## src/zx_mem_pkg.sv

```systemverilog
package zx_mem_pkg;

	// ====================
	// Widths and types
	// ====================
	localparam int RAM_ADDR_W = 23;
	localparam int BANK_W     = 14;  // Offset inside a 16 KB bank

	typedef logic [RAM_ADDR_W-1:0] ram_addr_t;
	typedef logic [7:0]            byte_t;
	typedef logic [15:0]           cpu_addr_t;

	// Fixed banks behind windows 4000 and 8000
	localparam logic [2:0] RAM_BANK_5 = 3'd5;
	localparam logic [2:0] RAM_BANK_2 = 3'd2;

	// ROM 0 here, ROM 1 one bank above
	localparam ram_addr_t ROM_AREA = 23'h150000;

	localparam byte_t LOAD_IDX_ROM  = 8'd0;
	localparam byte_t LOAD_IDX_TAPE = 8'd2;

	// ====================
	// Address map helpers
	// ====================
	function automatic ram_addr_t bank_addr(input logic [2:0] bank,
		input logic [BANK_W-1:0] ofs);
		return {{(RAM_ADDR_W-3-BANK_W){1'b0}}, bank, ofs};
	endfunction

	function automatic ram_addr_t rom_addr(input logic rom_sel,
		input logic [BANK_W-1:0] ofs);
		ram_addr_t rel;
		rel = {{(RAM_ADDR_W-1-BANK_W){1'b0}}, rom_sel, ofs};
		return ROM_AREA + rel;
	endfunction

	// Both ROM images, 32 KB in total
	function automatic logic in_rom_area(input ram_addr_t a);
		return (a >= ROM_AREA) && (a < ROM_AREA + (ram_addr_t'(2) << BANK_W));
	endfunction

endpackage

```

## src/mem_req_if.sv

```systemverilog
`timescale 1ns/1ps

// One request/acknowledge RAM channel
interface mem_req_if
	import zx_mem_pkg::*;
();

	logic      req;    // Held with stable fields until ack
	logic      we;
	ram_addr_t addr;
	byte_t     wdata;
	logic      ack;    // One-cycle pulse
	byte_t     rdata;  // Valid in the ack cycle

	modport requester (
		output req, we, addr, wdata,
		input  ack, rdata
	);

	modport server (
		input  req, we, addr, wdata,
		output ack, rdata
	);

endinterface

```

## src/tape_fetch.sv

```systemverilog
`timescale 1ns/1ps

module tape_fetch
	import zx_mem_pkg::*;
#(
	parameter ram_addr_t TAPE_BASE = 23'h400000
) (
	input  logic      clk_sys,
	input  logic      reset,
	input  ram_addr_t tape_len,
	input  logic      tape_new,
	input  logic      tape_play,
	input  logic      tape_ready,
	output byte_t     tape_byte,
	output logic      tape_valid,
	output logic      tape_end,
	mem_req_if.requester mem
);

	ram_addr_t rd_cnt;  // Bytes fetched so far
	logic      drop;    // Read in flight belongs to the old tape

	wire issue   = tape_play & ~mem.req & ~tape_valid & (rd_cnt < tape_len) & ~tape_new;
	wire got     = mem.req & mem.ack;
	wire consume = tape_valid & tape_ready;

	assign mem.we    = 1'b0;
	assign mem.wdata = '0;

	always_ff @(posedge clk_sys) begin
		if (reset) begin
			rd_cnt     <= '0;
			drop       <= 1'b0;
			tape_valid <= 1'b0;
			tape_end   <= 1'b0;
			mem.req    <= 1'b0;
		end else begin
			if (issue)
				mem.req <= 1'b1;
			if (got) begin
				mem.req <= 1'b0;
				drop    <= 1'b0;
				if (!drop) begin
					tape_valid <= 1'b1;
					rd_cnt     <= rd_cnt + 1'b1;
				end
			end
			if (consume) begin
				tape_valid <= 1'b0;
				if (rd_cnt == tape_len)
					tape_end <= 1'b1;  // Last byte taken
			end
			// Rewind on a new tape download
			if (tape_new) begin
				rd_cnt     <= '0;
				tape_valid <= 1'b0;
				tape_end   <= 1'b0;
				drop       <= mem.req & ~mem.ack;
			end
		end
	end

	always_ff @(posedge clk_sys) begin
		if (issue)
			mem.addr <= TAPE_BASE + rd_cnt;
		if (got && !drop)
			tape_byte <= mem.rdata;
	end

endmodule

```

## src/flat_wrapper.sv

```systemverilog
// flat-port wrapper written by rule: the top's interface ports become plain ports
module tape_fetch_flat import zx_mem_pkg::*;
#(
	parameter ram_addr_t TAPE_BASE = 23'h400000
)
  (clk_sys, reset, tape_len, tape_new, tape_play, tape_ready, tape_byte, tape_valid, tape_end, mem_req, mem_we, mem_addr, mem_wdata, mem_ack, mem_rdata);
  mem_req_if mem_i ();
  input  logic clk_sys;
  input  logic reset;
  input  ram_addr_t tape_len;
  input  logic tape_new;
  input  logic tape_play;
  input  logic tape_ready;
  output byte_t tape_byte;
  output logic tape_valid;
  output logic tape_end;
  output wire logic [$bits(mem_i.req)-1:0] mem_req;
  output wire logic [$bits(mem_i.we)-1:0] mem_we;
  output wire logic [$bits(mem_i.addr)-1:0] mem_addr;
  output wire logic [$bits(mem_i.wdata)-1:0] mem_wdata;
  input wire logic [$bits(mem_i.ack)-1:0] mem_ack;
  input wire logic [$bits(mem_i.rdata)-1:0] mem_rdata;
  assign mem_req = mem_i.req;
  assign mem_we = mem_i.we;
  assign mem_addr = mem_i.addr;
  assign mem_wdata = mem_i.wdata;
  assign mem_i.ack = mem_ack;
  assign mem_i.rdata = mem_rdata;
  tape_fetch #(.TAPE_BASE(TAPE_BASE)) u_core (.clk_sys(clk_sys), .reset(reset), .tape_len(tape_len), .tape_new(tape_new), .tape_play(tape_play), .tape_ready(tape_ready), .tape_byte(tape_byte), .tape_valid(tape_valid), .tape_end(tape_end), .mem(mem_i));
endmodule
```

## config.mk

```make
export PLATFORM = sky130hd
export DESIGN_NAME = tape_fetch_flat
export DESIGN_NICKNAME = d
export VERILOG_FILES = /design/src/zx_mem_pkg.sv /design/src/mem_req_if.sv /design/src/tape_fetch.sv /design/src/flat_wrapper.sv
export SDC_FILE = /design/constraint.sdc
export NUM_CORES = 1
export LEC_CHECK = 0
export BUFFER_PORTS_ARGS = -buffer_cell sky130_fd_sc_hd__buf_2
export CORE_MARGIN = 5
export CORE_UTILIZATION = 47
export CTS_BUF_LIST = sky130_fd_sc_hd__clkbuf_8 sky130_fd_sc_hd__clkbuf_16
export CTS_CLUSTER_SIZE = 25
export DETAILED_ROUTE_END_ITERATION = 8
export MAX_ROUTING_LAYER = met4
export PLACE_DENSITY = 0.81
export REMOVE_ABC_BUFFERS = 1
export SLEW_MARGIN = 0
export SYNTH_ARGS = -nofsm -noshare
export SYNTH_HDL_FRONTEND = slang
export SYNTH_SLANG_ARGS = --single-unit
```

## constraint.sdc

```tcl
create_clock -name clk_sys -period 2.95 [get_ports clk_sys]
set_input_delay 0.7375 -clock clk_sys [delete_from_list [all_inputs] [get_ports clk_sys]]
set_output_delay 0.7375 -clock clk_sys [all_outputs]
set_load 0.005 [all_outputs]
```

### Word level (Yosys, flattened, before mapping)

Cells that the tools add are included.

| cells by class | value |
|---|---|
| bitwise gates (word level) | 12 |
| $lt $le $gt $ge | 1 |
| add/subtract/negate cells | 2 |
| eq/ne operators | 1 |
| reductions and logical operators | 8 |
| mux-type cells | 2 |

Operators by type and width:

| cell | count |
|---|---|
| $add A23 B1 Y23 const B | 1 |
| $add A23 B23 Y23 const A | 1 |
| $eq A23 B23 Y1 | 1 |
| $lt A23 B23 Y1 | 1 |
| $and A1 B1 Y1 | 7 |
| $not A1 Y1 | 5 |
| $reduce_and A2 Y1 | 2 |
| $reduce_or A2 Y1 | 2 |
| $reduce_or A3 Y1 | 1 |
| $mux W1 | 2 |
| $reduce_bool A2 Y1 | 1 |
| $logic_and A1 B1 Y1 | 1 |
| $logic_not A1 Y1 | 1 |

| word-level totals | value |
|---|---|
| flip-flop bits (word level) | 58 |
| input bits | 37 |
| output and inout bits | 43 |
| word-level logic and storage cells | 33 |

### Depth between registers and ports, before layout

| logic depth | value |
|---|---|
| word-level depth | 5 |
| depth in mapped cells | 7 |
| mapped depth without buffers | 7 |

### Worst setup path after synthesis

OpenSTA, ideal clock, no wires.

| path | value |
|---|---|
| kind | input to register |
| start point | input port tape_len[1] |
| end point | register u_core.mem.addr[0], enable pin |
| setup time | 0.403 ns |
| buffers on the path | 0 |
| arrival time | 2.721 ns |
| stages on the path | 7 |
| data required time | 2.547 ns |
| setup slack | -0.174 ns |
| cells stage by stage | inv_1 -> ha_1 -> nor2b_1 -> o21ai_0 -> a21oi_1 -> o311a_1 -> nor2_1 |

| between the ends | value |
|---|---|
| longest elaborated chain between the ends | 3 |

RTL lines:

| what | RTL line | source |
|---|---|---|
| start, declared | flat_wrapper.sv:10 | `input ram_addr_t tape_len;` |
| $lt A23 B23 Y1 | tape_fetch.sv:23 | `wire issue = tape_play & ~mem.req & ~tape_valid & (rd_cnt < tape_len) & ~tape_new;` |
| $and A1 B1 Y1 (2 in series) | tape_fetch.sv:23 |  |
| net u_core.issue | tape_fetch.sv:23 |  |
| end signal, assigned | tape_fetch.sv:65 | `mem.addr <= TAPE_BASE + rd_cnt;` |
| end, declared | mem_req_if.sv:16 | `output req, we, addr, wdata,` |

The timed path passes the listed nets, and every way through them passes these cells.
A chain may end at the register's enable or synchronous reset.

### Final worst setup path

| path | value |
|---|---|
| start point | input port tape_len[1] |
| end point | register u_core.mem.addr[18], enable pin |

Same word-level chain as after synthesis.

==> metrics <==
Worst Path Class, Setup input pin to flop; Post-Syn Area 2830 um2; total clock sinks 58; Worst-path clk slew 0.06 ns; Slew Limit Fails 0; Avg WL per Cell 13.9 um; total track usage 16.9%; RSZ-0062 raised after global routing false; Post-DP Area 3210 um2; filler cell count 531; sequential standard cell area 1470 um2; Synth warnings 0; DR WL met3 358 um; cts bufs inserted 9; # Post-CTS Setup Buffers 0; number of remaining DRC errors 0; Max Cap Viol 0; Post-synth ARST share 0%; final worst-path cycle share 76.2%; R2R Setup Slk 0.70 ns; flops & latches, synth 58; clk root buf clkbuf_8; largest net degree at the start of global routing 27; CTS H-Tree Depth 3; Crit Reg-Reg Startpoint u_core.rd_cnt[1]; initial antenna violation count 0; die area 7680 um2; Final Setup Violations 0; vias per cell 4.95; I/O Buffers 70; reg2reg end u_core.mem.addr[18]; Avg Inst Size Synth 10.7 um2; Die H 87.6 um; most common cell after layout, fill and taps aside buf_2; Detailed Routing Iterations Pass 1 4; Hold Path Class flop to flop; worst-path fanout max 13; total gr overflow 0; io pins 80; Worst slew margin 60.2%; VDD IR max 0.232 mV; top achievable clock speed 0.445 GHz; total number of vias 2,090; status finished clean; Final Util 57.6%; Die X 87.6 um; Pwr Total 1.64 mW; Pleak 1.49 nW; first-pass GRT wire length 9.51 mm; layout cell share with drive strength beyond 1 27.7%; pre-CTS setup slack 0.342 ns; synth-to-layout area growth 19.7%; sum of negative setup slack 0 ns; Final Skew 0.00622 ns; final wirelength 5.86 mm; Multi-input gate area 1150 um2; PwrDens 485 nW/um2; vias in the first global route 2,138; depth of the worst hold-timing path 0; register area share after synthesis 51.9%; post-CTS sizing 0; final design area excluding fillers 3390 um2; Synth Instances 265; slew of the pin with the lowest slew margin 0.595 ns; reg2reg path depth 7; detailed placer's ending HPWL 4.36 mm; WP data arrival 2.29 ns; max layer used met4; Row Count 28; core area 5890 um2; M1 WL 2.32 mm; EDFF count, synth 31; antenna-violating nets left 0; CTS tree built; Post-CTS Hold Fix Bufs 0; Setup crit start tape_len[1]; drt first-iter violations 108; Setup crit end kind flop; fin worst setup slack 0.702 ns; CP endpoint u_core.mem.addr[18]; Placer Congestion 0.835; Worst-Skew Late Latency 0.34 ns; commonest non-fill, non-tap cells in the layout buf_2, inv_1, edfxtp_1, dfxtp_1, nor2_1; Worst EP required 2.99 ns; Initial Util 48.1%; antenna cells 0; Min Clock Period, post-route 2.25 ns; metal2 WL 3.05 mm; clock tree buffer depth 2; Yosys cell types 38; critical path launch point type input pin; fin nets 403; Most used DFF post-synth edfxtp_1; Final Hold Viols 0
-- worst min path at each step --
stage	end	from	slack, ns
floorplan	u_core.tape_end	u_core.tape_end	0.46
global placement	u_core.mem.addr[9]	u_core.rd_cnt[9]	0.49
detailed placement	u_core.mem.addr[9]	u_core.rd_cnt[9]	0.50
CTS	u_core.mem.addr[9]	u_core.rd_cnt[9]	0.52
global route	u_core.mem.addr[17]	u_core.rd_cnt[17]	0.54
finish	u_core.mem.addr[9]	u_core.rd_cnt[9]	0.51
-- state kept, by name (all words and copies together), names as in the netlist --
register and cells:
u_core.drop 1, u_core.mem.addr 23, u_core.mem.req 1, u_core.rd_cnt 23, u_core.tape_byte 8, u_core.tape_end 1, u_core.tape_valid 1
-- synthesized netlist by cell type, types with 2 or more instances --
master | n | area, um2
inv_1 | 32 | 120
edfxtp_1 | 31 | 931
dfxtp_1 | 27 | 541
nor2_1 | 26 | 97.6
ha_1 | 24 | 300
a21oi_1 | 17 | 85.1
nand2_1 | 15 | 56.3
xnor2_1 | 15 | 131
nor3_1 | 10 | 50.1
o21ai_0 | 10 | 50.1
buf_4 | 9 | 67.6
nand4_1 | 6 | 37.5
nand3_1 | 5 | 25.0
and4_1 | 4 | 35.0
buf_6 | 4 | 45.0
mux2i_1 | 3 | 30.0
nand2b_1 | 2 | 12.5
nor4_1 | 2 | 12.5
or3_1 | 2 | 12.5
or3_2 | 2 | 15.0
xor2_1 | 2 | 17.5
-- metal layers --
| layer | global-route usage (%) | vias up |
|---|---|---|
| li1 | - | 1049 |
| met1 | 17.8 | 964 |
| met2 | 29.2 | 66 |
| met3 | 4.89 | 11 |
| met4 | 7.67 | 0 |
| met5 | - | - |
-- logic make-up (layout without fill, tap and decap cells) --
kind of cell,after synthesis,after routing,synth area share (%)
buffers and inverters,47,121,8.66
xor gates and xnor gates,17,17,5.26
AOI/OAI and AO/OA,32,32,6.27
muxes,3,3,1.06
and+or+nand+nor,83,83,16.1
adders and majority gates,24,24,10.6
DFF,58,58,51.9
other,1,9,0.132
-- worst max-delay path, cell delays in order --
cell and delay (ns):
buf_2 0.07, inv_1 0.03, ha_1 0.29, nor2b_1 0.14
o21ai_0 0.18, a21oi_1 0.10, o311a_1 0.39, nor2_2 0.11
buf_4 0.23
-- area by class of cell --
type	instances	share of cell area [%]
sequential	58	43.4
multi-input combinational	168	33.9
timing repair buffer	73	11.0
clock buffer	9	3.65
inverter	32	3.54
tap	75	2.77
clock inverter	7	1.77
-- metrics by stage --
step | std cells | hold slack, ns
finish | 422 | 0.514
global route | 422 | 0.537
CTS | 422 | 0.516
detailed placement | 406 | 0.499
global placement | 406 | 0.487
floorplan | 258 | 0.460
-- where the power goes --
| part | internal, mW | switching (mW) |
|---|---|---|
| sequential | 0.861 | 0.00455 |
| clock | 0.378 | 0.306 |
| combinational | 0.0421 | 0.0522 |
Power figures use the tool's default switching activity.
