### src/zx_mem_pkg.sv
package zx_mem_pkg;

	// ====================
	// Widths and types
	// ====================
	localparam int RAM_ADDR_W = 23;
	localparam int BANK_W     = 14;  // Offset inside a 16 KB bank

	typedef logic [RAM_ADDR_W-1:0] ram_addr_t;
	typedef logic [7:0]            byte_t;
	typedef logic [15:0]           cpu_addr_t;

	// Fixed banks behind windows 4000 and 8000
	localparam logic [2:0] RAM_BANK_5 = 3'd5;
	localparam logic [2:0] RAM_BANK_2 = 3'd2;

	// ROM 0 here, ROM 1 one bank above
	localparam ram_addr_t ROM_AREA = 23'h150000;

	localparam byte_t LOAD_IDX_ROM  = 8'd0;
	localparam byte_t LOAD_IDX_TAPE = 8'd2;

	// ====================
	// Address map helpers
	// ====================
	function automatic ram_addr_t bank_addr(input logic [2:0] bank,
		input logic [BANK_W-1:0] ofs);
		return {{(RAM_ADDR_W-3-BANK_W){1'b0}}, bank, ofs};
	endfunction

	function automatic ram_addr_t rom_addr(input logic rom_sel,
		input logic [BANK_W-1:0] ofs);
		ram_addr_t rel;
		rel = {{(RAM_ADDR_W-1-BANK_W){1'b0}}, rom_sel, ofs};
		return ROM_AREA + rel;
	endfunction

	// Both ROM images, 32 KB in total
	function automatic logic in_rom_area(input ram_addr_t a);
		return (a >= ROM_AREA) && (a < ROM_AREA + (ram_addr_t'(2) << BANK_W));
	endfunction

endpackage

### src/mem_req_if.sv
`timescale 1ns/1ps

// One request/acknowledge RAM channel
interface mem_req_if
	import zx_mem_pkg::*;
();

	logic      req;    // Held with stable fields until ack
	logic      we;
	ram_addr_t addr;
	byte_t     wdata;
	logic      ack;    // One-cycle pulse
	byte_t     rdata;  // Valid in the ack cycle

	modport requester (
		output req, we, addr, wdata,
		input  ack, rdata
	);

	modport server (
		input  req, we, addr, wdata,
		output ack, rdata
	);

endinterface

### src/page_mapper.sv
`timescale 1ns/1ps

module page_mapper
	import zx_mem_pkg::*;
(
	input  logic      clk_sys,
	input  logic      reset,
	input  cpu_addr_t cpu_addr,
	input  logic      cpu_mreq,
	input  logic      cpu_rd,
	input  logic      cpu_wr,
	input  logic      cpu_iorq,
	input  byte_t     cpu_dout,
	output byte_t     cpu_din,
	output logic      cpu_wait,
	mem_req_if.requester mem
);

	byte_t     page_reg;  // Port 7FFD
	logic      mreq_d;
	logic      iorq_d;
	ram_addr_t map_addr;

	wire page_lock = page_reg[5];
	wire mem_start = cpu_mreq & ~mreq_d & (cpu_rd | cpu_wr) & ~cpu_wait;
	wire rom_wr    = cpu_wr & (cpu_addr[15:14] == 2'b00);  // Dropped, never reaches RAM
	wire io_start  = cpu_iorq & ~iorq_d & cpu_wr;
	wire page_sel  = ~cpu_addr[15] & ~cpu_addr[1];

	// ====================
	// CPU address map
	// ====================
	always_comb begin
		case (cpu_addr[15:14])
			2'b00:   map_addr = rom_addr(page_reg[4], cpu_addr[BANK_W-1:0]);
			2'b01:   map_addr = bank_addr(RAM_BANK_5, cpu_addr[BANK_W-1:0]);
			2'b10:   map_addr = bank_addr(RAM_BANK_2, cpu_addr[BANK_W-1:0]);
			default: map_addr = bank_addr(page_reg[2:0], cpu_addr[BANK_W-1:0]);
		endcase
	end

	// Paging register, frozen once bit 5 is set
	always_ff @(posedge clk_sys) begin
		iorq_d <= cpu_iorq;
		if (reset) begin
			page_reg <= '0;
		end else if (io_start && page_sel && !page_lock) begin
			page_reg <= cpu_dout;
		end
	end

	// ====================
	// Request and wait
	// ====================
	always_ff @(posedge clk_sys) begin
		if (reset) begin
			mreq_d   <= 1'b0;
			mem.req  <= 1'b0;
			cpu_wait <= 1'b0;
		end else begin
			mreq_d <= cpu_mreq;
			if (mem_start) begin
				cpu_wait <= 1'b1;
				mem.req  <= ~rom_wr;
			end else if (mem.req && mem.ack) begin
				mem.req  <= 1'b0;
				cpu_wait <= 1'b0;
			end else if (cpu_wait && !mem.req) begin
				cpu_wait <= 1'b0;  // ROM write, single wait cycle
			end
		end
	end

	always_ff @(posedge clk_sys) begin
		if (mem_start) begin
			mem.we    <= cpu_wr;
			mem.addr  <= map_addr;
			mem.wdata <= cpu_dout;
		end
		if (mem.req && mem.ack && !mem.we)
			cpu_din <= mem.rdata;  // Held until the next read
	end

	// ROM images are only written by the loader
	a_no_rom_write: assert property (@(posedge clk_sys) disable iff (reset)
		mem.req && mem.we |-> !in_rom_area(mem.addr));

endmodule

### src/flat_wrapper.sv
// flat-port wrapper written by rule: the top's interface ports become plain ports
module page_mapper_flat import zx_mem_pkg::*;
  (clk_sys, reset, cpu_addr, cpu_mreq, cpu_rd, cpu_wr, cpu_iorq, cpu_dout, cpu_din, cpu_wait, mem_req, mem_we, mem_addr, mem_wdata, mem_ack, mem_rdata);
  mem_req_if mem_i ();
  input  logic clk_sys;
  input  logic reset;
  input  cpu_addr_t cpu_addr;
  input  logic cpu_mreq;
  input  logic cpu_rd;
  input  logic cpu_wr;
  input  logic cpu_iorq;
  input  byte_t cpu_dout;
  output byte_t cpu_din;
  output logic cpu_wait;
  output wire logic [$bits(mem_i.req)-1:0] mem_req;
  output wire logic [$bits(mem_i.we)-1:0] mem_we;
  output wire logic [$bits(mem_i.addr)-1:0] mem_addr;
  output wire logic [$bits(mem_i.wdata)-1:0] mem_wdata;
  input wire logic [$bits(mem_i.ack)-1:0] mem_ack;
  input wire logic [$bits(mem_i.rdata)-1:0] mem_rdata;
  assign mem_req = mem_i.req;
  assign mem_we = mem_i.we;
  assign mem_addr = mem_i.addr;
  assign mem_wdata = mem_i.wdata;
  assign mem_i.ack = mem_ack;
  assign mem_i.rdata = mem_rdata;
  page_mapper u_core (.clk_sys(clk_sys), .reset(reset), .cpu_addr(cpu_addr), .cpu_mreq(cpu_mreq), .cpu_rd(cpu_rd), .cpu_wr(cpu_wr), .cpu_iorq(cpu_iorq), .cpu_dout(cpu_dout), .cpu_din(cpu_din), .cpu_wait(cpu_wait), .mem(mem_i));
endmodule
### config.mk
export PLATFORM = sky130hd
export DESIGN_NAME = page_mapper_flat
export DESIGN_NICKNAME = d
export VERILOG_FILES = /design/src/zx_mem_pkg.sv /design/src/mem_req_if.sv /design/src/page_mapper.sv /design/src/flat_wrapper.sv
export SDC_FILE = /design/constraint.sdc
export NUM_CORES = 1
export LEC_CHECK = 0
export ABC_CLOCK_PERIOD_IN_PS = 2200
export BUFFER_PORTS_ARGS = -buffer_cell sky130_fd_sc_hd__buf_4
export CAP_MARGIN = 40
export CORE_AREA = 2 2 78 58
export DETAILED_ROUTE_END_ITERATION = 7
export DIE_AREA = 0 0 80 60
export GPL_ROUTABILITY_DRIVEN = 0
export GPL_TIMING_DRIVEN = 0
export PLACE_DENSITY = 0.84
export SYNTH_ARGS = -nofsm -noshare
export SYNTH_HDL_FRONTEND = slang
export SYNTH_SLANG_ARGS = --single-unit
export TNS_END_PERCENT = 100
### constraint.sdc
create_clock -name clk_sys -period 2.2 [get_ports clk_sys]
set_input_delay 0.22 -clock clk_sys [delete_from_list [all_inputs] [get_ports clk_sys]]
set_output_delay 0.22 -clock clk_sys [all_outputs]
set_load 0.05 [all_outputs]
[Yosys cells after proc, flatten, opt, wreduce, memory -nomap -nowiden]
Cells that the tools add are included.
Word-level totals
  flip-flop bits (word level): 50
  output and inout bits: 42
Cells by class
  add/subtract/negate cells: 1
  equality and inequality tests: 2
  mux-type cells: 6
  bitwise logic cells: 14
  reductions and logical operators: 11
Operators with widths (number)
  $pmux W22 S3: 1
  $add A21 B15 Y22 const A: 1
  $and A1 B1 Y1: 7
  $not A1 Y1: 6
  $logic_and A1 B1 Y1: 5
  $mux W1: 5
  $logic_not A1 Y1: 3
  $reduce_bool A3 Y1: 1
  $eq A2 B1 Y1 const B: 1
  $eq A2 B2 Y1 const B: 1
  $logic_not A2 Y1: 1
  $reduce_bool A2 Y1: 1
  $or A1 B1 Y1: 1

[Longest topological paths before layout]
  depth in word-level cells: 5
  mapped depth: 4
  mapped depth without buffers: 3

[Worst setup path before layout]
No wires, ideal clock.
  path type: flip-flop to flip-flop
  start point: reg u_core.cpu_wait
  end point: reg u_core.mem.addr[0] (enable)
  setup time: 0.412 ns
  arrival time: 2.124 ns
  slack: -0.337 ns
  stages on the path, launching flop included: 3
  buffers on the path: 0
  cells stage by stage: dfxtp_1 > or3b_4 > nor2_1
Between the ends
  longest elaborated chain between the ends: 2
RTL lines
  start, declared: line page_mapper.sv:15  | output logic cpu_wait,
  start signal, assigned: line page_mapper.sv:59  | cpu_wait <= 1'b0;
  start signal, assigned: line page_mapper.sv:63  | cpu_wait <= 1'b1;
  start signal, assigned: line page_mapper.sv:67  | cpu_wait <= 1'b0;
  $not A1 Y1: line page_mapper.sv:25  | wire mem_start = cpu_mreq & ~mreq_d & (cpu_rd | cpu_wr) & ~cpu_wait;
  $and A1 B1 Y1: line page_mapper.sv:25
  named net u_core.mem_start: line page_mapper.sv:25
  end signal, assigned: line page_mapper.sv:77  | mem.addr <= map_addr;
  end, declared: line mem_req_if.sv:16  | output req, we, addr, wdata,
The timed path passes the listed nets, and every way through them passes these cells.
A chain may end at the register's enable or synchronous reset.

[Final worst setup path]
  start point: reg u_core.cpu_wait
  end point: reg u_core.mem.addr[12] (enable)
The elaborated chain is that of the path after synthesis.

==> flow_metrics.tcl <==
set metrics [dict create \
    drt-total-wl_mm 3.36 \
    cts_tree "built" \
    clockBufferDepth 2 \
    finish.utilization 0.563 \
    vias_per_cell 4.30 \
    start_kind "register" \
    async_reset_ff_frac 0 \
    crit_fanout 16 \
    slew_headroom 0.434 \
    synth.avg_cell_area_um2 17.0 \
    antenna_found_initial 0 \
    p_comb_frac 0.149 \
    finalSetupTns_ps 0 \
    layout-drive-gt1-share 0.525 \
    numCtsBuffers 5 \
    placedCellCount 224 \
    grt_max_degree 17 \
    dpl_cell_area_mm2 0.00218 \
    final_hold_viol_count 0 \
    p_seq_frac 0.501 \
    synth.top_cell.area_share 0.694 \
    die_area_mm2 0.00480 \
    reg2reg_depth 3 \
    p_leak_nw 0.958 \
    core_mm2 0.00410 \
    syn_area_mm2 0.00151 \
    internal_power_w 0.00145 \
    ys_warn_count 0 \
    synth_ff_type "edfxtp_1" \
    drt-pass1-iter-count 4 \
    cts_resized 0 \
    cts_setup_buffers 0 \
    synth-edff-count 35 \
    multiInputGateArea_um2 241 \
    stdcell_count 232 \
    yosysTopAreaCell "edfxtp_1" \
    worstPathArrival_ps 1950 \
    rows 20 \
    die_x_um 80 \
    fin_crit_sh 0.884 \
    grt_setup_unrepaired "false" \
    worst_ep_required_time_ps 2200 \
    hold_path.class "in2reg" \
    num_vias 997 \
    first_iter_violations 45 \
    clk_latency_ps 290 \
    die_y_um 60 \
    end_kind "register" \
    synthCells 89 \
    finalMaxSlewViolations 0 \
    synth_cell_types 22 \
    p_sw_w 0.000448 \
    n_fill_cell 329 \
    grt_pass1_vias 947 \
    area_growth_pct 52.6 \
    largestRegisters "u_core.mem.addr (18), u_core.cpu_din (8), u_core.mem.wdata (8)" \
    ys_seq_area_frac 0.813 \
    fmax_mhz 514 \
    cts_hold_buf 0 \
    cap_violations 0 \
    largest_register "u_core.mem.addr" \
    start_util 0.369 \
    drt.antenna.violating_nets 0 \
    switching_share 0.236 \
    tightest_slew_ps 848 \
    clock_sinks 44 \
    pin_count 81 \
    wl_per_cell_um 14.5 \
    antenna_cells 0 \
    critical_path_class "reg2reg" \
    ff_latch_area_mm2 0.00123 \
    pwr_density_cell_mw_per_mm2 822 \
    synthTopCellsByArea "edfxtp_1, dfxtp_1, nand2b_1" \
    final_area_mm2 0.00231 \
    synth.most_common_cell "edfxtp_1" \
    nNetsFinal 215 \
    skew_ps 9.21 \
    route.detailed.drc 0 \
    htree_levels 2 \
    finalCriticalPeriod_ps 1950 \
    setup-violations-final 0 \
    p_clk_frac 0.350 \
    clkTransAtPathRegs_ps 80 \
    peakVddDrop_mv 0.364 \
    ys_ff_latch 44 \
    status "finished, final reports clean" \
    grt_pass1_wl_mm 4.68 \
    port_buffers 76 \
    hold_depth 1 \
    grt.total_usage 0.141 \
    synth.top_cells.by_count "edfxtp_1, dfxtp_1, nand2b_1" \
    ctsRootBufferMaster "clkbuf_8" \
    grt_overflow 0 \
    largest_register_ffs 18 \
]
## worst max-delay path, stage by stage (launching register included)
cell,delay [ps]
dfxtp_1,340
or3b_4,410
nor2_2,660
buf_8,240
## cell families after synthesis
group	synth area share
flip-flops	0.813
AND/OR/NAND/NOR	0.100
buffers and inverters	0.0364
AO/OA/AOI/OAI	0.0215
multiplexers	0.0264
other	0.00248
## final cells by class
class,count,area share
Inverter,2,0.00325
Multi-Input combinational cell,39,0.105
Buffer,7,0.0206
Sequential cell,44,0.533
Clock inverter,1,0.0130
Clock buffer,7,0.0423
Timing Repair Buffer,77,0.254
Tap cell,55,0.0298
## through the flow
stage | hold slack (ps) | setup WS, ps | total power, W
after global placement | 339 | 75.1 | 0.00124
final | 42.5 | 254 | 0.00190
after floorplan | 248 | 123 | 0.00113
after global routing | 27.7 | 166 | 0.00195
after detailed placement | 342 | 291 | 0.00125
after CTS | 28.3 | 258 | 0.00191
## per-layer routing
layer  track usage  wire (µm)  up-vias
met3        0.0408        346        8
li1              -          -      482
met5             0          0        -
met1         0.145       1240      453
met2         0.246       1680       54
met4         0.107         90        0
## cell usage in the layout (no fill, tap or decap), types with 2 or more instances in the layout
| master | synthesis | routed |
|---|---|---|
| buf_4 | 5 | 81 |
| clkbuf_8 | 0 | 5 |
| conb_1 | 1 | 4 |
| dfxtp_1 | 9 | 9 |
| edfxtp_1 | 35 | 35 |
| inv_1 | 2 | 2 |
| mux2i_1 | 4 | 4 |
| nand2_1 | 4 | 4 |
| nand2b_1 | 8 | 8 |
| nor2_1 | 6 | 5 |
| nor2b_1 | 2 | 2 |
| o21ai_0 | 2 | 2 |
## power by group through the flow
stage	sequential, W	combinational (W)	clock (W)
6_report	0.000951	0.000283	0.000664
5_1_grt	0.000954	0.000295	0.000703
4_1_cts	0.000951	0.000284	0.000675
3_5_place_dp	0.000970	0.000282	0
3_3_place_gp	0.000968	0.000273	0
2_1_floorplan	0.00108	0.0000563	0
## worst paths after layout
check	startpoint	end	slack, ps
min	cpu_iorq	u_core.iorq_d	40
max reg2reg	u_core.cpu_wait	u_core.mem.addr[12]	250
max	u_core.cpu_wait	u_core.mem.addr[12]	250
min reg2reg	u_core.page_reg[5]	u_core.page_reg[5]	480
No activity file was read; power rests on OpenSTA's default activity.
