<file path="src/zx_mem_pkg.sv">
package zx_mem_pkg;

	// ====================
	// Widths and types
	// ====================
	localparam int RAM_ADDR_W = 23;
	localparam int BANK_W     = 14;  // Offset inside a 16 KB bank

	typedef logic [RAM_ADDR_W-1:0] ram_addr_t;
	typedef logic [7:0]            byte_t;
	typedef logic [15:0]           cpu_addr_t;

	// Fixed banks behind windows 4000 and 8000
	localparam logic [2:0] RAM_BANK_5 = 3'd5;
	localparam logic [2:0] RAM_BANK_2 = 3'd2;

	// ROM 0 here, ROM 1 one bank above
	localparam ram_addr_t ROM_AREA = 23'h150000;

	localparam byte_t LOAD_IDX_ROM  = 8'd0;
	localparam byte_t LOAD_IDX_TAPE = 8'd2;

	// ====================
	// Address map helpers
	// ====================
	function automatic ram_addr_t bank_addr(input logic [2:0] bank,
		input logic [BANK_W-1:0] ofs);
		return {{(RAM_ADDR_W-3-BANK_W){1'b0}}, bank, ofs};
	endfunction

	function automatic ram_addr_t rom_addr(input logic rom_sel,
		input logic [BANK_W-1:0] ofs);
		ram_addr_t rel;
		rel = {{(RAM_ADDR_W-1-BANK_W){1'b0}}, rom_sel, ofs};
		return ROM_AREA + rel;
	endfunction

	// Both ROM images, 32 KB in total
	function automatic logic in_rom_area(input ram_addr_t a);
		return (a >= ROM_AREA) && (a < ROM_AREA + (ram_addr_t'(2) << BANK_W));
	endfunction

endpackage

</file>
<file path="src/mem_req_if.sv">
`timescale 1ns/1ps

// One request/acknowledge RAM channel
interface mem_req_if
	import zx_mem_pkg::*;
();

	logic      req;    // Held with stable fields until ack
	logic      we;
	ram_addr_t addr;
	byte_t     wdata;
	logic      ack;    // One-cycle pulse
	byte_t     rdata;  // Valid in the ack cycle

	modport requester (
		output req, we, addr, wdata,
		input  ack, rdata
	);

	modport server (
		input  req, we, addr, wdata,
		output ack, rdata
	);

endinterface

</file>
<file path="src/dma_loader.sv">
`timescale 1ns/1ps

module dma_loader
	import zx_mem_pkg::*;
#(
	parameter ram_addr_t LOAD_BASE_ROM = ROM_AREA,
	parameter ram_addr_t TAPE_BASE     = 23'h400000
) (
	input  logic      clk_sys,
	input  logic      reset,
	input  logic      ioctl_download,
	input  logic      ioctl_wr,
	input  byte_t     ioctl_index,
	input  byte_t     ioctl_dout,
	output logic      ioctl_wait,
	output ram_addr_t tape_len,
	output logic      tape_new,  // Start of a tape download
	mem_req_if.requester mem
);

	logic      dl_d;
	ram_addr_t offset;  // Running byte count

	wire dl_rise  = ioctl_download & ~dl_d;
	wire dl_fall  = ~ioctl_download & dl_d;
	wire idx_rom  = (ioctl_index == LOAD_IDX_ROM);
	wire idx_tape = (ioctl_index == LOAD_IDX_TAPE);
	wire wr_go    = ioctl_download & ioctl_wr & (idx_rom | idx_tape);

	assign mem.we = 1'b1;  // Write-only channel

	always_ff @(posedge clk_sys) begin
		if (reset) begin
			dl_d       <= 1'b0;
			offset     <= '0;
			tape_len   <= '0;
			tape_new   <= 1'b0;
			ioctl_wait <= 1'b0;
			mem.req    <= 1'b0;
		end else begin
			dl_d     <= ioctl_download;
			tape_new <= dl_rise & idx_tape;
			if (dl_rise) begin
				offset <= '0;
				if (idx_tape)
					tape_len <= '0;  // Nothing to play until the download ends
			end else if (wr_go) begin
				offset     <= offset + 1'b1;
				ioctl_wait <= 1'b1;
				mem.req    <= 1'b1;
			end else if (mem.req && mem.ack) begin
				ioctl_wait <= 1'b0;
				mem.req    <= 1'b0;
			end
			if (dl_fall && idx_tape)
				tape_len <= offset;
		end
	end

	always_ff @(posedge clk_sys) begin
		if (wr_go) begin
			mem.addr  <= (idx_rom ? LOAD_BASE_ROM : TAPE_BASE) + offset;
			mem.wdata <= ioctl_dout;
		end
	end

endmodule

</file>
<file path="src/flat_wrapper.sv">
// flat-port wrapper written by rule: the top's interface ports become plain ports
module dma_loader_flat import zx_mem_pkg::*;
#(
	parameter ram_addr_t LOAD_BASE_ROM = ROM_AREA,
	parameter ram_addr_t TAPE_BASE     = 23'h400000
)
  (clk_sys, reset, ioctl_download, ioctl_wr, ioctl_index, ioctl_dout, ioctl_wait, tape_len, tape_new, mem_req, mem_we, mem_addr, mem_wdata, mem_ack, mem_rdata);
  mem_req_if mem_i ();
  input  logic clk_sys;
  input  logic reset;
  input  logic ioctl_download;
  input  logic ioctl_wr;
  input  byte_t ioctl_index;
  input  byte_t ioctl_dout;
  output logic ioctl_wait;
  output ram_addr_t tape_len;
  output logic tape_new;
  output wire logic [$bits(mem_i.req)-1:0] mem_req;
  output wire logic [$bits(mem_i.we)-1:0] mem_we;
  output wire logic [$bits(mem_i.addr)-1:0] mem_addr;
  output wire logic [$bits(mem_i.wdata)-1:0] mem_wdata;
  input wire logic [$bits(mem_i.ack)-1:0] mem_ack;
  input wire logic [$bits(mem_i.rdata)-1:0] mem_rdata;
  assign mem_req = mem_i.req;
  assign mem_we = mem_i.we;
  assign mem_addr = mem_i.addr;
  assign mem_wdata = mem_i.wdata;
  assign mem_i.ack = mem_ack;
  assign mem_i.rdata = mem_rdata;
  dma_loader #(.LOAD_BASE_ROM(LOAD_BASE_ROM), .TAPE_BASE(TAPE_BASE)) u_core (.clk_sys(clk_sys), .reset(reset), .ioctl_download(ioctl_download), .ioctl_wr(ioctl_wr), .ioctl_index(ioctl_index), .ioctl_dout(ioctl_dout), .ioctl_wait(ioctl_wait), .tape_len(tape_len), .tape_new(tape_new), .mem(mem_i));
endmodule
</file>
<file path="config.mk">
export PLATFORM = sky130hd
export DESIGN_NAME = dma_loader_flat
export DESIGN_NICKNAME = d
export VERILOG_FILES = /design/src/zx_mem_pkg.sv /design/src/mem_req_if.sv /design/src/dma_loader.sv /design/src/flat_wrapper.sv
export SDC_FILE = /design/constraint.sdc
export NUM_CORES = 1
export LEC_CHECK = 0
export BUFFER_PORTS_ARGS = -buffer_cell sky130_fd_sc_hd__buf_2
export CORE_MARGIN = 3
export CORE_UTILIZATION = 50
export CTS_BUF_LIST = sky130_fd_sc_hd__clkbuf_16
export DETAILED_ROUTE_END_ITERATION = 10
export GPL_ROUTABILITY_DRIVEN = 0
export GPL_TIMING_DRIVEN = 0
export PLACE_DENSITY = 0.77
export SYNTH_ARGS = -nofsm -noshare
export SYNTH_HDL_FRONTEND = slang
export SYNTH_SLANG_ARGS = --single-unit
</file>
<file path="constraint.sdc">
create_clock -name clk_sys -period 5.25 [get_ports clk_sys]
set_clock_uncertainty 0.2 [all_clocks]
set_input_delay 0.2625 -clock clk_sys [delete_from_list [all_inputs] [get_ports clk_sys]]
set_output_delay 0.2625 -clock clk_sys [all_outputs]
set_load 0.1 [all_outputs]
</file>
# After elaboration in Yosys (flattened, before gate mapping)
# Index checks and enable logic that the tools add are counted.
# totals
in_bits	29
register_bits	80
wordCells	34
out_inout_bits	58
# classes
n_bitwise	9
n_eq_ne	1
reduce_logical	9
muxes	6
n_addsub	2
# op_table
op	count
2-to-1 mux 23 bit	4
adder 23 x 1 -> 23 bit, second input constant	1
adder 23 bit	1
equality test 8 x 2 -> 1 bit, second input constant	1
zero test 8 bit	1
nonzero test 2 bit	3
AND 1 bit	5
AND reduction 2 bit	2
inverter 1 bit	3
logical AND 1 bit	2
2-to-1 mux 1 bit	2
OR reduction 2 bit	1
OR 1 bit	1

# Logic depth before layout (Yosys ltp)
# logic_depth
word_depth	5
mapped_depth	8
depth_no_buf	8

# Least setup slack after synthesis
# OpenSTA, ideal clock, no wires.
# synth_path
path_kind	input to register
from	in ioctl_index[5]
to	reg u_core.offset[1]
stages	5
n_path_buf	1
t_arrival_ns	2.230
setup_time_ns	0.128
required_time_ns	4.922
slack_ns	2.692
path_cell_list	nor4_1 -> and4_1 -> clkbuf_1 -> mux2i_1 -> nor2_1
# synth_via
elab_chain_cells	3
word_cells_on_any_way	4
cone_classes	eq/ne: 1; bitwise: 2; reduce/logical: 1
# synth_rtl
item	line_no	source
start, declared	flat_wrapper.sv:13	input byte_t ioctl_index;
equality test 8 x 2 -> 1 bit / zero test 8 bit (equally long branches)	dma_loader.sv:27, dma_loader.sv:26	
OR 1 bit (*)	dma_loader.sv:28	wire wr_go = ioctl_download & ioctl_wr & (idx_rom | idx_tape);
AND 1 bit (*)	dma_loader.sv:28	
via u_core.wr_go	dma_loader.sv:28	
end signal, assigned	dma_loader.sv:48	offset <= offset + 1'b1;
end, declared	dma_loader.sv:22	ram_addr_t offset;
# Mark *: on every way through the listed nets, which the timed path passes. The rest lies on a longest branch.
# A chain may end at the register's enable or synchronous reset.

# Final worst setup path
# layout_path
from	in ioctl_index[5]
to	reg u_core.mem.addr[22] (data pin)
# layout_via
elab_chain_cells	3
# layout_rtl
item	line_no	source
zero test 8 bit	dma_loader.sv:26	wire idx_rom = (ioctl_index == LOAD_IDX_ROM);
2-to-1 mux 23 bit	dma_loader.sv:62	mem.addr <= (idx_rom ? LOAD_BASE_ROM : TAPE_BASE) + offset;
adder 23 bit	dma_loader.sv:62	
end signal, assigned	dma_loader.sv:62	
end, declared	mem_req_if.sv:16	output req, we, addr, wdata,
# No other way between the ends.

==> impl_metrics.ini <==
[cts]
cts_tree = done
numCtsBuffers = 9
cts_hold_buf = 8
cts.sinks = 80
post-cts-setup-buffers = 0
root_buffer = clkbuf_16
cts_buffer_depth = 2
path_clk_slew_ns = 0.06
clk_latency_ns = 0.32
h-tree-depth = 3
cts_resized = 0

[logic_synthesis]
synth_top_area_cell = dfxtp_1
syn_area_sq_um = 3130
yosys_warnings = 0
ys_ff_latch = 80
postSynthAreaPerCell_sq_um = 11.1
synth_area_leaders = dfxtp_1, edfxtp_1, a22oi_1, nor2_1, a21oi_1
ys_types = 37
syn_nets = 314
ys_seq_area_share_pct = 61.0
synth_top_area_share_pct = 31.3
syn_inst = 282

[setup_path]
worst-setup-path-type = in2reg
end_kind = flop
worstPathRequired_ns = 5.11
cp_data_arrival_time_ns = 2.47
crit_path_max_fanout = 6
startpoint_type = input port

[global_route]
grt_pass1_vias = 2433
antenna_found_initial = 0
grt_max_degree = 35
grt.total_usage_pct = 19.9
grt_pass1_wl_mm = 11.4
overflow = 0

[die]
start_util_pct = 52.3
rows = 28
die_w_um = 85.2
fp.dieH_um = 85.2
pin_count = 87
die_area_sq_um = 7250
core_sq_um = 5990

[timing]
grt_setup_unrepaired = no
tns_ns = 0
fmax_ghz = 0.383
fin_crit_ns = 2.61
whs_ns = 0.0224
timing.slew.headroom_pct = 39.7
tightest_slew_ns = 0.905
period_share_pct = 49.7
hold_violations = 0
report.final.slew_viol_count = 0
setup_viol = 0

[drt]
drt-initial-drc-count = 179
post-route-drc-count = 0
vias = 2522
wl_per_cell_um = 15.1
ant_nets = 0
dr.pass1.iters = 4
vias_per_cell = 5.52
wirelength_mm = 6.89

[hold_path]
hold_path.class = in2reg

[final_layout]
final_nets = 409
n_antenna_cell = 0
fillers = 475
areaGrowthSynthToFinish_pct = 28.3
drive_gt1_share_pct = 25.9

[status]
status = complete, no violations

[power_and_ir_drop]
leakagePower_uw = 0.00157
p_comb_share_pct = 2.3
p_int_uw = 1100
switching_share_pct = 18.6
switchingPower_uw = 251
powerDensity_nw_per_um2 = 335
vdd_drop_max_uv = 213
seqPwrFrac_pct = 47.7
pwr-share-clk_pct = 50.0

[placed_design]
dp_hpwl_mm = 4.72
port_buffers = 76

[run]
drv_cap = 0
[cell type report]
cell class	instances	area (sq um)	share of cell area (%)
well taps	75	93.8	2.33
multi-input cells	178	1120	27.8
clock buffers	10	250	6.22
repair buffers	84	460	11.4
inverters	3	11.3	0.280
flip-flops and latches	80	1910	47.5
plain buffers	21	95.1	2.36
clock inverters	6	81.3	2.02
[Yosys cell counts]
library cell,n
and2_0,1
nor3_1,1
o21a_1,1
xnor2_1,6
maj3_1,1
buf_4,2
conb_1,1
buf_6,1
and3_1,5
nor2_1,27
nor2b_1,2
o31a_1,1
o31ai_1,10
or4_1,10
xor2_1,3
nor4_1,4
clkbuf_1,18
a21oi_1,19
ha_1,3
mux2i_1,3
a22oi_1,24
edfxtp_1,31
and2_1,1
a2111o_1,1
and4_1,3
nand2_1,8
dfxtp_1,49
o21ai_0,10
nor3_2,1
inv_1,3
or4_4,1
or3_4,1
nand2b_1,3
or3_1,9
nand3_1,11
nand4_1,6
o21ba_2,1
[stage by stage]
| stage | worst slack, ns | power, uW | std cells | utilization, % | cell area [sq um] |
|---|---|---|---|---|---|
| 2_1_floorplan | 2.69 | 670 | 282 | - | 3130 |
| 4_1_cts | 2.64 | 1360 | 457 | 67.1 | 4020 |
| 3_5_place_dp | 2.30 | 682 | 433 | 60.3 | 3610 |
| 3_3_place_gp | 2.03 | 682 | 433 | 60.2 | 3610 |
| 6_report | 2.64 | 1350 | 457 | 67.1 | 4020 |
| 5_1_grt | 2.47 | 1390 | 457 | 67.1 | 4020 |
[layout by cell type, fill, tap and decap left out, types with 2 or more instances in the layout]
master	count
inv_1	4
nand3_1	11
xor2_1	3
a21oi_1	19
clkinv_2	2
and3_1	5
nand4_1	6
a22oi_1	24
buf_2	76
nor2b_1	2
nor4_1	4
clkbuf_1	17
dlygate4sd3_1	8
mux2i_1	3
nand2_1	8
and4_1	3
nand2b_1	3
nor2_1	27
o31ai_1	10
clkbuf_16	10
ha_1	3
or3_1	9
buf_4	2
o21ai_0	10
bufinv_16	2
or4_1	10
edfxtp_1	31
dfxtp_1	49
xnor2_1	6
[power groups by stage]
stage	Sequential [uW]	Combinational, uW	Clock, uW
finish	642	31.3	673
global route	642	34.7	709
CTS	642	31.2	684
detailed placement	656	26.6	0
global placement	656	26.2	0
floorplan	657	13.1	0
[cells by family (layout without fill, tap and decap cells)]
logic type	count (synthesis)	count (layout)	share of synthesized area, %
compound gates	67	67	14.0
other cells	1	1	0.120
flops	80	80	61.0
simple gates	94	94	16.6
fa+ha+maj	4	4	1.52
buf+inv	24	124	3.35
xor+xnor	9	9	2.52
mux	3	3	0.958
[metal layers]
| metal | vias to the layer above | GRT usage (%) | routed length [um] |
|---|---|---|---|
| li1 | 1249 | - | - |
| met1 | 1172 | 25.3 | 2940 |
| met2 | 91 | 31.9 | 3290 |
| met3 | 10 | 3.98 | 539 |
| met4 | 0 | 10.5 | 113 |
| met5 | - | 0 | 0 |
[final timing paths]
| kind | startpoint | to | slack, ns | cells after the start |
|---|---|---|---|---|
| worst min-delay path | ioctl_index[1] | u_core.tape_new | 0.02 | 3 |
| worst max register to register | u_core.offset[3] | u_core.offset[13] | 2.77 | 7 |
| worst max-delay path | ioctl_index[5] | u_core.mem.addr[22] | 2.64 | 9 |
| worst min register to register | u_core.dl_d | u_core.tape_new | 0.27 | 1 |
[critical path, cell delays in order]
cell and delay [ns]:
buf_2 0.10, or4_4 0.55, nor3_2 0.52, ha_1 0.30, ha_1 0.23, o21a_1 0.15, o21ai_0 0.07, mux2i_1 0.18
xor2_1 0.10
[state kept, by name (all words and copies together) (netlist names)]
signal / count
u_core.dl_d: 1
u_core.mem.addr: 23
u_core.mem.req: 1
u_core.mem.wdata: 8
u_core.offset: 23
u_core.tape_len: 23
u_core.tape_new: 1
Power figures use the tool's default switching activity.
