## config.mk

```make
export PLATFORM = sky130hd
export DESIGN_NAME = mem_arbiter_flat
export DESIGN_NICKNAME = d
export VERILOG_FILES = /design/src/zx_mem_pkg.sv /design/src/mem_req_if.sv /design/src/mem_arbiter.sv /design/src/flat_wrapper.sv
export SDC_FILE = /design/constraint.sdc
export NUM_CORES = 1
export LEC_CHECK = 0
export ABC_AREA = 1
export BUFFER_PORTS_ARGS = -buffer_cell sky130_fd_sc_hd__clkbuf_2
export CORE_ASPECT_RATIO = 0.5
export CORE_UTILIZATION = 28
export CTS_CLUSTER_DIAMETER = 30
export DETAILED_ROUTE_END_ITERATION = 8
export PLACE_DENSITY = 0.87
export SYNTH_ARGS = -nofsm -noshare
export SYNTH_HDL_FRONTEND = slang
export SYNTH_SLANG_ARGS = --single-unit
```

## constraint.sdc

```tcl
create_clock -name clk_sys -period 1.2 [get_ports clk_sys]
set_clock_uncertainty 0.15 [all_clocks]
set_input_delay 0.06 -clock clk_sys [delete_from_list [all_inputs] [get_ports clk_sys]]
set_output_delay 0.06 -clock clk_sys [all_outputs]
set_load 0.01 [all_outputs]
```

## src/zx_mem_pkg.sv

```systemverilog
package zx_mem_pkg;

	// ====================
	// Widths and types
	// ====================
	localparam int RAM_ADDR_W = 23;
	localparam int BANK_W     = 14;  // Offset inside a 16 KB bank

	typedef logic [RAM_ADDR_W-1:0] ram_addr_t;
	typedef logic [7:0]            byte_t;
	typedef logic [15:0]           cpu_addr_t;

	// Fixed banks behind windows 4000 and 8000
	localparam logic [2:0] RAM_BANK_5 = 3'd5;
	localparam logic [2:0] RAM_BANK_2 = 3'd2;

	// ROM 0 here, ROM 1 one bank above
	localparam ram_addr_t ROM_AREA = 23'h150000;

	localparam byte_t LOAD_IDX_ROM  = 8'd0;
	localparam byte_t LOAD_IDX_TAPE = 8'd2;

	// ====================
	// Address map helpers
	// ====================
	function automatic ram_addr_t bank_addr(input logic [2:0] bank,
		input logic [BANK_W-1:0] ofs);
		return {{(RAM_ADDR_W-3-BANK_W){1'b0}}, bank, ofs};
	endfunction

	function automatic ram_addr_t rom_addr(input logic rom_sel,
		input logic [BANK_W-1:0] ofs);
		ram_addr_t rel;
		rel = {{(RAM_ADDR_W-1-BANK_W){1'b0}}, rom_sel, ofs};
		return ROM_AREA + rel;
	endfunction

	// Both ROM images, 32 KB in total
	function automatic logic in_rom_area(input ram_addr_t a);
		return (a >= ROM_AREA) && (a < ROM_AREA + (ram_addr_t'(2) << BANK_W));
	endfunction

endpackage

```

## src/mem_req_if.sv

```systemverilog
`timescale 1ns/1ps

// One request/acknowledge RAM channel
interface mem_req_if
	import zx_mem_pkg::*;
();

	logic      req;    // Held with stable fields until ack
	logic      we;
	ram_addr_t addr;
	byte_t     wdata;
	logic      ack;    // One-cycle pulse
	byte_t     rdata;  // Valid in the ack cycle

	modport requester (
		output req, we, addr, wdata,
		input  ack, rdata
	);

	modport server (
		input  req, we, addr, wdata,
		output ack, rdata
	);

endinterface

```

## src/mem_arbiter.sv

```systemverilog
`timescale 1ns/1ps

module mem_arbiter
	import zx_mem_pkg::*;
(
	input  logic clk_sys,
	input  logic reset,
	mem_req_if.server    cpu_ch,
	mem_req_if.server    load_ch,
	mem_req_if.server    tape_ch,
	mem_req_if.requester ram_ch
);

	localparam int G_LOAD = 0;
	localparam int G_TAPE = 1;
	localparam int G_CPU  = 2;

	logic [2:0] grant;  // One-hot, zero when idle
	logic [2:0] pick;   // Highest-priority request

	// Loader over tape over CPU
	always_comb begin
		pick         = '0;
		pick[G_LOAD] = load_ch.req;
		pick[G_TAPE] = tape_ch.req & ~load_ch.req;
		pick[G_CPU]  = cpu_ch.req & ~tape_ch.req & ~load_ch.req;
	end

	// ====================
	// Grant register
	// ====================
	always_ff @(posedge clk_sys) begin
		if (reset) begin
			grant <= '0;
		end else if (grant == '0) begin
			grant <= pick;
		end else if (ram_ch.ack) begin
			grant <= '0;  // Rearbitrate next cycle
		end
	end

	// Field mux towards the RAM
	assign ram_ch.req = |grant;

	always_comb begin
		case (grant)
			3'b001: begin
				ram_ch.we    = load_ch.we;
				ram_ch.addr  = load_ch.addr;
				ram_ch.wdata = load_ch.wdata;
			end
			3'b010: begin
				ram_ch.we    = tape_ch.we;
				ram_ch.addr  = tape_ch.addr;
				ram_ch.wdata = tape_ch.wdata;
			end
			default: begin
				ram_ch.we    = cpu_ch.we & grant[G_CPU];  // No write when idle
				ram_ch.addr  = cpu_ch.addr;
				ram_ch.wdata = cpu_ch.wdata;
			end
		endcase
	end

	// Ack routing
	assign load_ch.ack   = grant[G_LOAD] & ram_ch.ack;
	assign tape_ch.ack   = grant[G_TAPE] & ram_ch.ack;
	assign cpu_ch.ack    = grant[G_CPU] & ram_ch.ack;
	assign load_ch.rdata = ram_ch.rdata;
	assign tape_ch.rdata = ram_ch.rdata;
	assign cpu_ch.rdata  = ram_ch.rdata;

	a_grant_onehot: assert property (@(posedge clk_sys) disable iff (reset)
		$onehot0(grant));

	// Acks only reach a granted channel that is still requesting
	a_ack_granted: assert property (@(posedge clk_sys) disable iff (reset)
		(load_ch.ack |-> load_ch.req) and (tape_ch.ack |-> tape_ch.req) and
		(cpu_ch.ack |-> cpu_ch.req));

endmodule

```

## src/flat_wrapper.sv

```systemverilog
// flat-port wrapper written by rule: the top's interface ports become plain ports
module mem_arbiter_flat import zx_mem_pkg::*;
  (clk_sys, reset, cpu_ch_req, cpu_ch_we, cpu_ch_addr, cpu_ch_wdata, cpu_ch_ack, cpu_ch_rdata, load_ch_req, load_ch_we, load_ch_addr, load_ch_wdata, load_ch_ack, load_ch_rdata, tape_ch_req, tape_ch_we, tape_ch_addr, tape_ch_wdata, tape_ch_ack, tape_ch_rdata, ram_ch_req, ram_ch_we, ram_ch_addr, ram_ch_wdata, ram_ch_ack, ram_ch_rdata);
  mem_req_if cpu_ch_i ();
  mem_req_if load_ch_i ();
  mem_req_if tape_ch_i ();
  mem_req_if ram_ch_i ();
  input  logic clk_sys;
  input  logic reset;
  input wire logic [$bits(cpu_ch_i.req)-1:0] cpu_ch_req;
  input wire logic [$bits(cpu_ch_i.we)-1:0] cpu_ch_we;
  input wire logic [$bits(cpu_ch_i.addr)-1:0] cpu_ch_addr;
  input wire logic [$bits(cpu_ch_i.wdata)-1:0] cpu_ch_wdata;
  output wire logic [$bits(cpu_ch_i.ack)-1:0] cpu_ch_ack;
  output wire logic [$bits(cpu_ch_i.rdata)-1:0] cpu_ch_rdata;
  input wire logic [$bits(load_ch_i.req)-1:0] load_ch_req;
  input wire logic [$bits(load_ch_i.we)-1:0] load_ch_we;
  input wire logic [$bits(load_ch_i.addr)-1:0] load_ch_addr;
  input wire logic [$bits(load_ch_i.wdata)-1:0] load_ch_wdata;
  output wire logic [$bits(load_ch_i.ack)-1:0] load_ch_ack;
  output wire logic [$bits(load_ch_i.rdata)-1:0] load_ch_rdata;
  input wire logic [$bits(tape_ch_i.req)-1:0] tape_ch_req;
  input wire logic [$bits(tape_ch_i.we)-1:0] tape_ch_we;
  input wire logic [$bits(tape_ch_i.addr)-1:0] tape_ch_addr;
  input wire logic [$bits(tape_ch_i.wdata)-1:0] tape_ch_wdata;
  output wire logic [$bits(tape_ch_i.ack)-1:0] tape_ch_ack;
  output wire logic [$bits(tape_ch_i.rdata)-1:0] tape_ch_rdata;
  output wire logic [$bits(ram_ch_i.req)-1:0] ram_ch_req;
  output wire logic [$bits(ram_ch_i.we)-1:0] ram_ch_we;
  output wire logic [$bits(ram_ch_i.addr)-1:0] ram_ch_addr;
  output wire logic [$bits(ram_ch_i.wdata)-1:0] ram_ch_wdata;
  input wire logic [$bits(ram_ch_i.ack)-1:0] ram_ch_ack;
  input wire logic [$bits(ram_ch_i.rdata)-1:0] ram_ch_rdata;
  assign cpu_ch_i.req = cpu_ch_req;
  assign cpu_ch_i.we = cpu_ch_we;
  assign cpu_ch_i.addr = cpu_ch_addr;
  assign cpu_ch_i.wdata = cpu_ch_wdata;
  assign cpu_ch_ack = cpu_ch_i.ack;
  assign cpu_ch_rdata = cpu_ch_i.rdata;
  assign load_ch_i.req = load_ch_req;
  assign load_ch_i.we = load_ch_we;
  assign load_ch_i.addr = load_ch_addr;
  assign load_ch_i.wdata = load_ch_wdata;
  assign load_ch_ack = load_ch_i.ack;
  assign load_ch_rdata = load_ch_i.rdata;
  assign tape_ch_i.req = tape_ch_req;
  assign tape_ch_i.we = tape_ch_we;
  assign tape_ch_i.addr = tape_ch_addr;
  assign tape_ch_i.wdata = tape_ch_wdata;
  assign tape_ch_ack = tape_ch_i.ack;
  assign tape_ch_rdata = tape_ch_i.rdata;
  assign ram_ch_req = ram_ch_i.req;
  assign ram_ch_we = ram_ch_i.we;
  assign ram_ch_addr = ram_ch_i.addr;
  assign ram_ch_wdata = ram_ch_i.wdata;
  assign ram_ch_i.ack = ram_ch_ack;
  assign ram_ch_i.rdata = ram_ch_rdata;
  mem_arbiter u_core (.clk_sys(clk_sys), .reset(reset), .cpu_ch(cpu_ch_i), .load_ch(load_ch_i), .tape_ch(tape_ch_i), .ram_ch(ram_ch_i));
endmodule
```

# After elaboration in Yosys (flattened, before gate mapping)
# Cells that the tools add are included.
[op_classes]
mux = 5
reduce_logical = 3
n_bitwise = 9
n_eq_ne = 2
[op_table]
columns = ["cell", "n"]
rows = [
  ["$pmux W23 S2", 1],
  ["$pmux W8 S2", 1],
  ["$and A1 B1 Y1", 7],
  ["$mux W3", 2],
  ["$eq A3 B1 Y1 const B", 1],
  ["$eq A3 B2 Y1 const B", 1],
  ["$logic_not A3 Y1", 1],
  ["$reduce_or A3 Y1", 1],
  ["$not A1 Y1", 2],
  ["$pmux W1 S2", 1],
  ["$reduce_bool A2 Y1", 1],
]
[totals]
elab_cells = 20
ff_bits = 3
inputBits = 110
out_inout_bits = 60

# Logic depth before layout (Yosys ltp)
[logic_depth]
depth_word = 4
depth_mapped = 7
mapped_depth_nobuf = 6

# Least setup slack after synthesis
# Ideal clock, no wire load.
[synth_timing]
path_kind = "reg2out"
from = "reg u_core.grant[0]"
to = "out ram_ch_addr[0]"
arrival_time_ns = 0.942
path_slack_ns = 0.048
path_stages_with_launch = 8
t_required_ns = 0.990
path_buffers = 1
path_cell_list = "dfxtp_1 -> inv_2 -> nor2_2 -> nand2_2 -> inv_4 -> buf_4 -> nand2_1 -> nand3_1"
[synth_via]
elab_chain_cells = 2
elab_cells_between_ends = 3
cone_classes = "2 x eq/ne; 1 x mux"
[synth_rtl]
columns = ["element", "line_no", "source"]
rows = [
  ["from (decl)", "mem_arbiter.sv:18", "logic [2:0] grant;"],
  ["from (signal assigned)", "mem_arbiter.sv:36", "grant <= pick;"],
  ["$eq A3 B2 Y1 or $eq A3 B1 Y1 (tied branches)", "mem_arbiter.sv:46", "case (grant)"],
  ["$pmux W23 S2 (*)", "mem_arbiter.sv:46", ""],
  ["to (decl)", "flat_wrapper.sv:30", "output wire logic [$bits(ram_ch_i.addr)-1:0] ram_ch_addr;"],
]
# Every way passes the cells marked *; elsewhere a longest branch is shown, timed or not.

# Worst setup path after layout
[layout_timing]
from = "reg u_core.grant[0]"
to = "out ram_ch_addr[10]"
# Same word-level chain as after synthesis.

==> results_dict.tcl <==
set metrics [dict create \
    top_register "u_core.grant" \
    cpMostUsedCell "nand3_1" \
    grt_max_degree 33 \
    tightest_slew_ps 357 \
    grt_pass1_vias 1537 \
    maxSlewViolCount 0 \
    nets 436 \
    synthTopCellsByArea "nand3_1 31%, nand2_1 28%, buf_4 21%" \
    critPathLaunchType "register" \
    met1_length_mm 1.72 \
    drt_wl_total_mm 4.30 \
    firstDrtPassIters 4 \
    grt_usage 0.203 \
    reg2reg_from "u_core.grant[2]" \
    cp_num_buf_inv 3 \
    violations "negative setup slack" \
    path_class "reg -> out" \
    maxCapViolations 0 \
    syn_avg_cell_area_um2 5.14 \
    irDropWorstVdd_uv 551 \
    cts_tree "built" \
    drive_above_1_share 0.514 \
    synth_nets 307 \
    holdWs_ps 16.5 \
    ys_ff_latch 3 \
    start_util 0.314 \
    seq_power_share 0.092 \
    gp_congestion 0.743 \
    final_util 0.576 \
    holdCritStartpoint "cpu_ch_req" \
    die_area_mm2 0.00387 \
    reg2regPathDepth 7 \
    rsz0062_at_grt "yes" \
    ios 170 \
    syn_inst 197 \
    wl_per_cell_um 11.5 \
    antenna_left 0 \
    cp_slowest_stage_delay_ps 340 \
    dr.max_layer_used "met4" \
    grt_pass1_wl_mm 6.44 \
    synth_cell_types 14 \
    fin_setup_tns_ps -8170 \
    status "finished with violations" \
    path_delay_family "simple AND/OR/NAND/NOR gates" \
    max_freq_ghz 0.670 \
    wl_met3_um 272 \
    min_period_ps 1490 \
    reg.largest.list "u_core.grant x3" \
    ys_warn_count 0 \
    syn_area_mm2 0.00101 \
    fin_ws_ps -292 \
    clk_latency_ps 210 \
    cts_buffers 3 \
    via_per_inst 4.65 \
    clkPwrFrac 0.225 \
    synth_top_cell_area_share 0.311 \
    p_per_area_mw_per_mm2 688 \
    crit_path_start "u_core.grant[0]" \
    n_fill_cell 316 \
    fp.dieW_um 87.0 \
    ys_seq_area_frac 0.0593 \
    required_ps 990 \
    num_rows 14 \
    cp_slowest_cell "dfxtp_2" \
    setup_violations 33 \
    htreeDepth 1 \
    hold_viol_final 0 \
    pre_cts_ws_ps -144 \
    clkTransAtPathRegs_ps 30 \
    worstPathCellList "inv_4 > nor2_4 > nand2_4 > buf_12 > nand3_1 > nand3_1 > clkbuf_2" \
    p_leak_nw 1.11 \
    syn2layout_area_growth_pct 83.6 \
    clkSinkCount 3 \
    crit_cells 7 \
    crit_arrival_ps 1280 \
    power_frac_comb 0.683 \
    switching_power_w 0.000529 \
    place.port_buffers 137 \
    die_h_um 44.5 \
    overflow 0 \
    vias 1734 \
    yosysTopAreaCell "nand3_1" \
    largest_reg_flops 3 \
    drt_iter0_drc 85 \
    cts-root-buf "clkbuf_8" \
    antenna_cells 0 \
    switching_share 0.414 \
    holdPathStages 5 \
    hpwlAfterDp_mm 3.33 \
    antenna_found_initial 0 \
    worstSetupEndpointType "output pin" \
    critical_path.max_fanout 18 \
    p_int_w 0.000749 \
    core_area_mm2 0.00322 \
    fin_crit_sh 1.24 \
    slew_headroom 0.761 \
    clk_path_buf_depth 2 \
    drcViolationCount 0 \
    hold_path_class "in -> reg" \
    route.met2.wl_mm 2.30 \
]
[final cells by class]
| class | instances | area [µm²] | area share |
|---|---|---|---|
| timing repair buffer | 160 | 945 | 0.508 |
| tap | 48 | 60.1 | 0.0323 |
| inverter | 10 | 60.1 | 0.0323 |
| sequential | 3 | 63.8 | 0.0343 |
| clock buffer | 4 | 45.0 | 0.0242 |
| multi-input combinational | 148 | 684 | 0.368 |
[Yosys cell counts]
cell	n
dfxtp_1	3
nand2_2	1
nand2_1	76
a21oi_1	3
nand3_2	1
buf_2	6
nor2_2	1
nand3_1	63
inv_1	6
inv_4	1
buf_6	2
nor2_1	3
inv_2	3
buf_4	28
[layout by cell type, fill, tap and decap left out, drive strengths merged]
cell type / netlist / final
clkbuf: 0 / 128
nor2: 4 / 4
dlygate4sd3: 0 / 10
dfxtp: 3 / 3
nand2: 77 / 77
buf: 36 / 26
nand3: 64 / 64
inv: 10 / 10
a21oi: 3 / 3
[repair_timing]
action | 4_1_cts | 5_1_grt
gates resized for setup | 15 | 25
setup buffers | 1 | 1
hold buffers | 10 | 0
setup endpoints to repair | 33 | 35
cloned | 0 | 1
hold endpoints to repair | 27 | 0
pin swaps | 2 | 2
[power by group through the flow]
stage               clock [W]  combinational [W]  sequential [W]
CTS                  0.000294           0.000849        0.000114
floorplan                   0           0.000461        0.000114
finish               0.000288           0.000873        0.000117
global route         0.000305           0.000957        0.000118
global placement            0           0.000729        0.000113
detailed placement          0           0.000746        0.000113
[worst min-delay path: stages]
cell and delay [ps]:
clkbuf_2 80, nand2_1 60, nor2_1 30, nand2_1 50, a21oi_1 50
[metal layers]
layer / GRT usage / vias up
met1: 0.254 / 777
met4: 0.0667 / 0
met2: 0.378 / 82
met3: 0.0168 / 4
li1: - / 871
met5: 0 / -
[per-stage QoR]
step / instance area (µm²) / std cells / power [W]
2_1_floorplan: 1010 / 197 / 0.000575
3_3_place_gp: 1580 / 356 / 0.000843
3_5_place_dp: 1580 / 356 / 0.000860
4_1_cts: 1790 / 371 / 0.00126
5_1_grt: 1860 / 373 / 0.00138
6_report: 1860 / 373 / 0.00128
[worst paths after layout]
path                                        end  slack (ps)
worst min-delay path            u_core.grant[2]          20
worst max register to register  u_core.grant[0]          30
worst min register to register  u_core.grant[0]         480
worst max-delay path            ram_ch_addr[10]        -290
[cells by family after synthesis]
kind of cell,Yosys count,share of synthesized area
and+or+nand+nor,145,0.627
DFF,3,0.0593
AOI/OAI and AO/OA,3,0.0148
buffers and inverters,46,0.299
No activity file was read; power rests on OpenSTA's default activity.
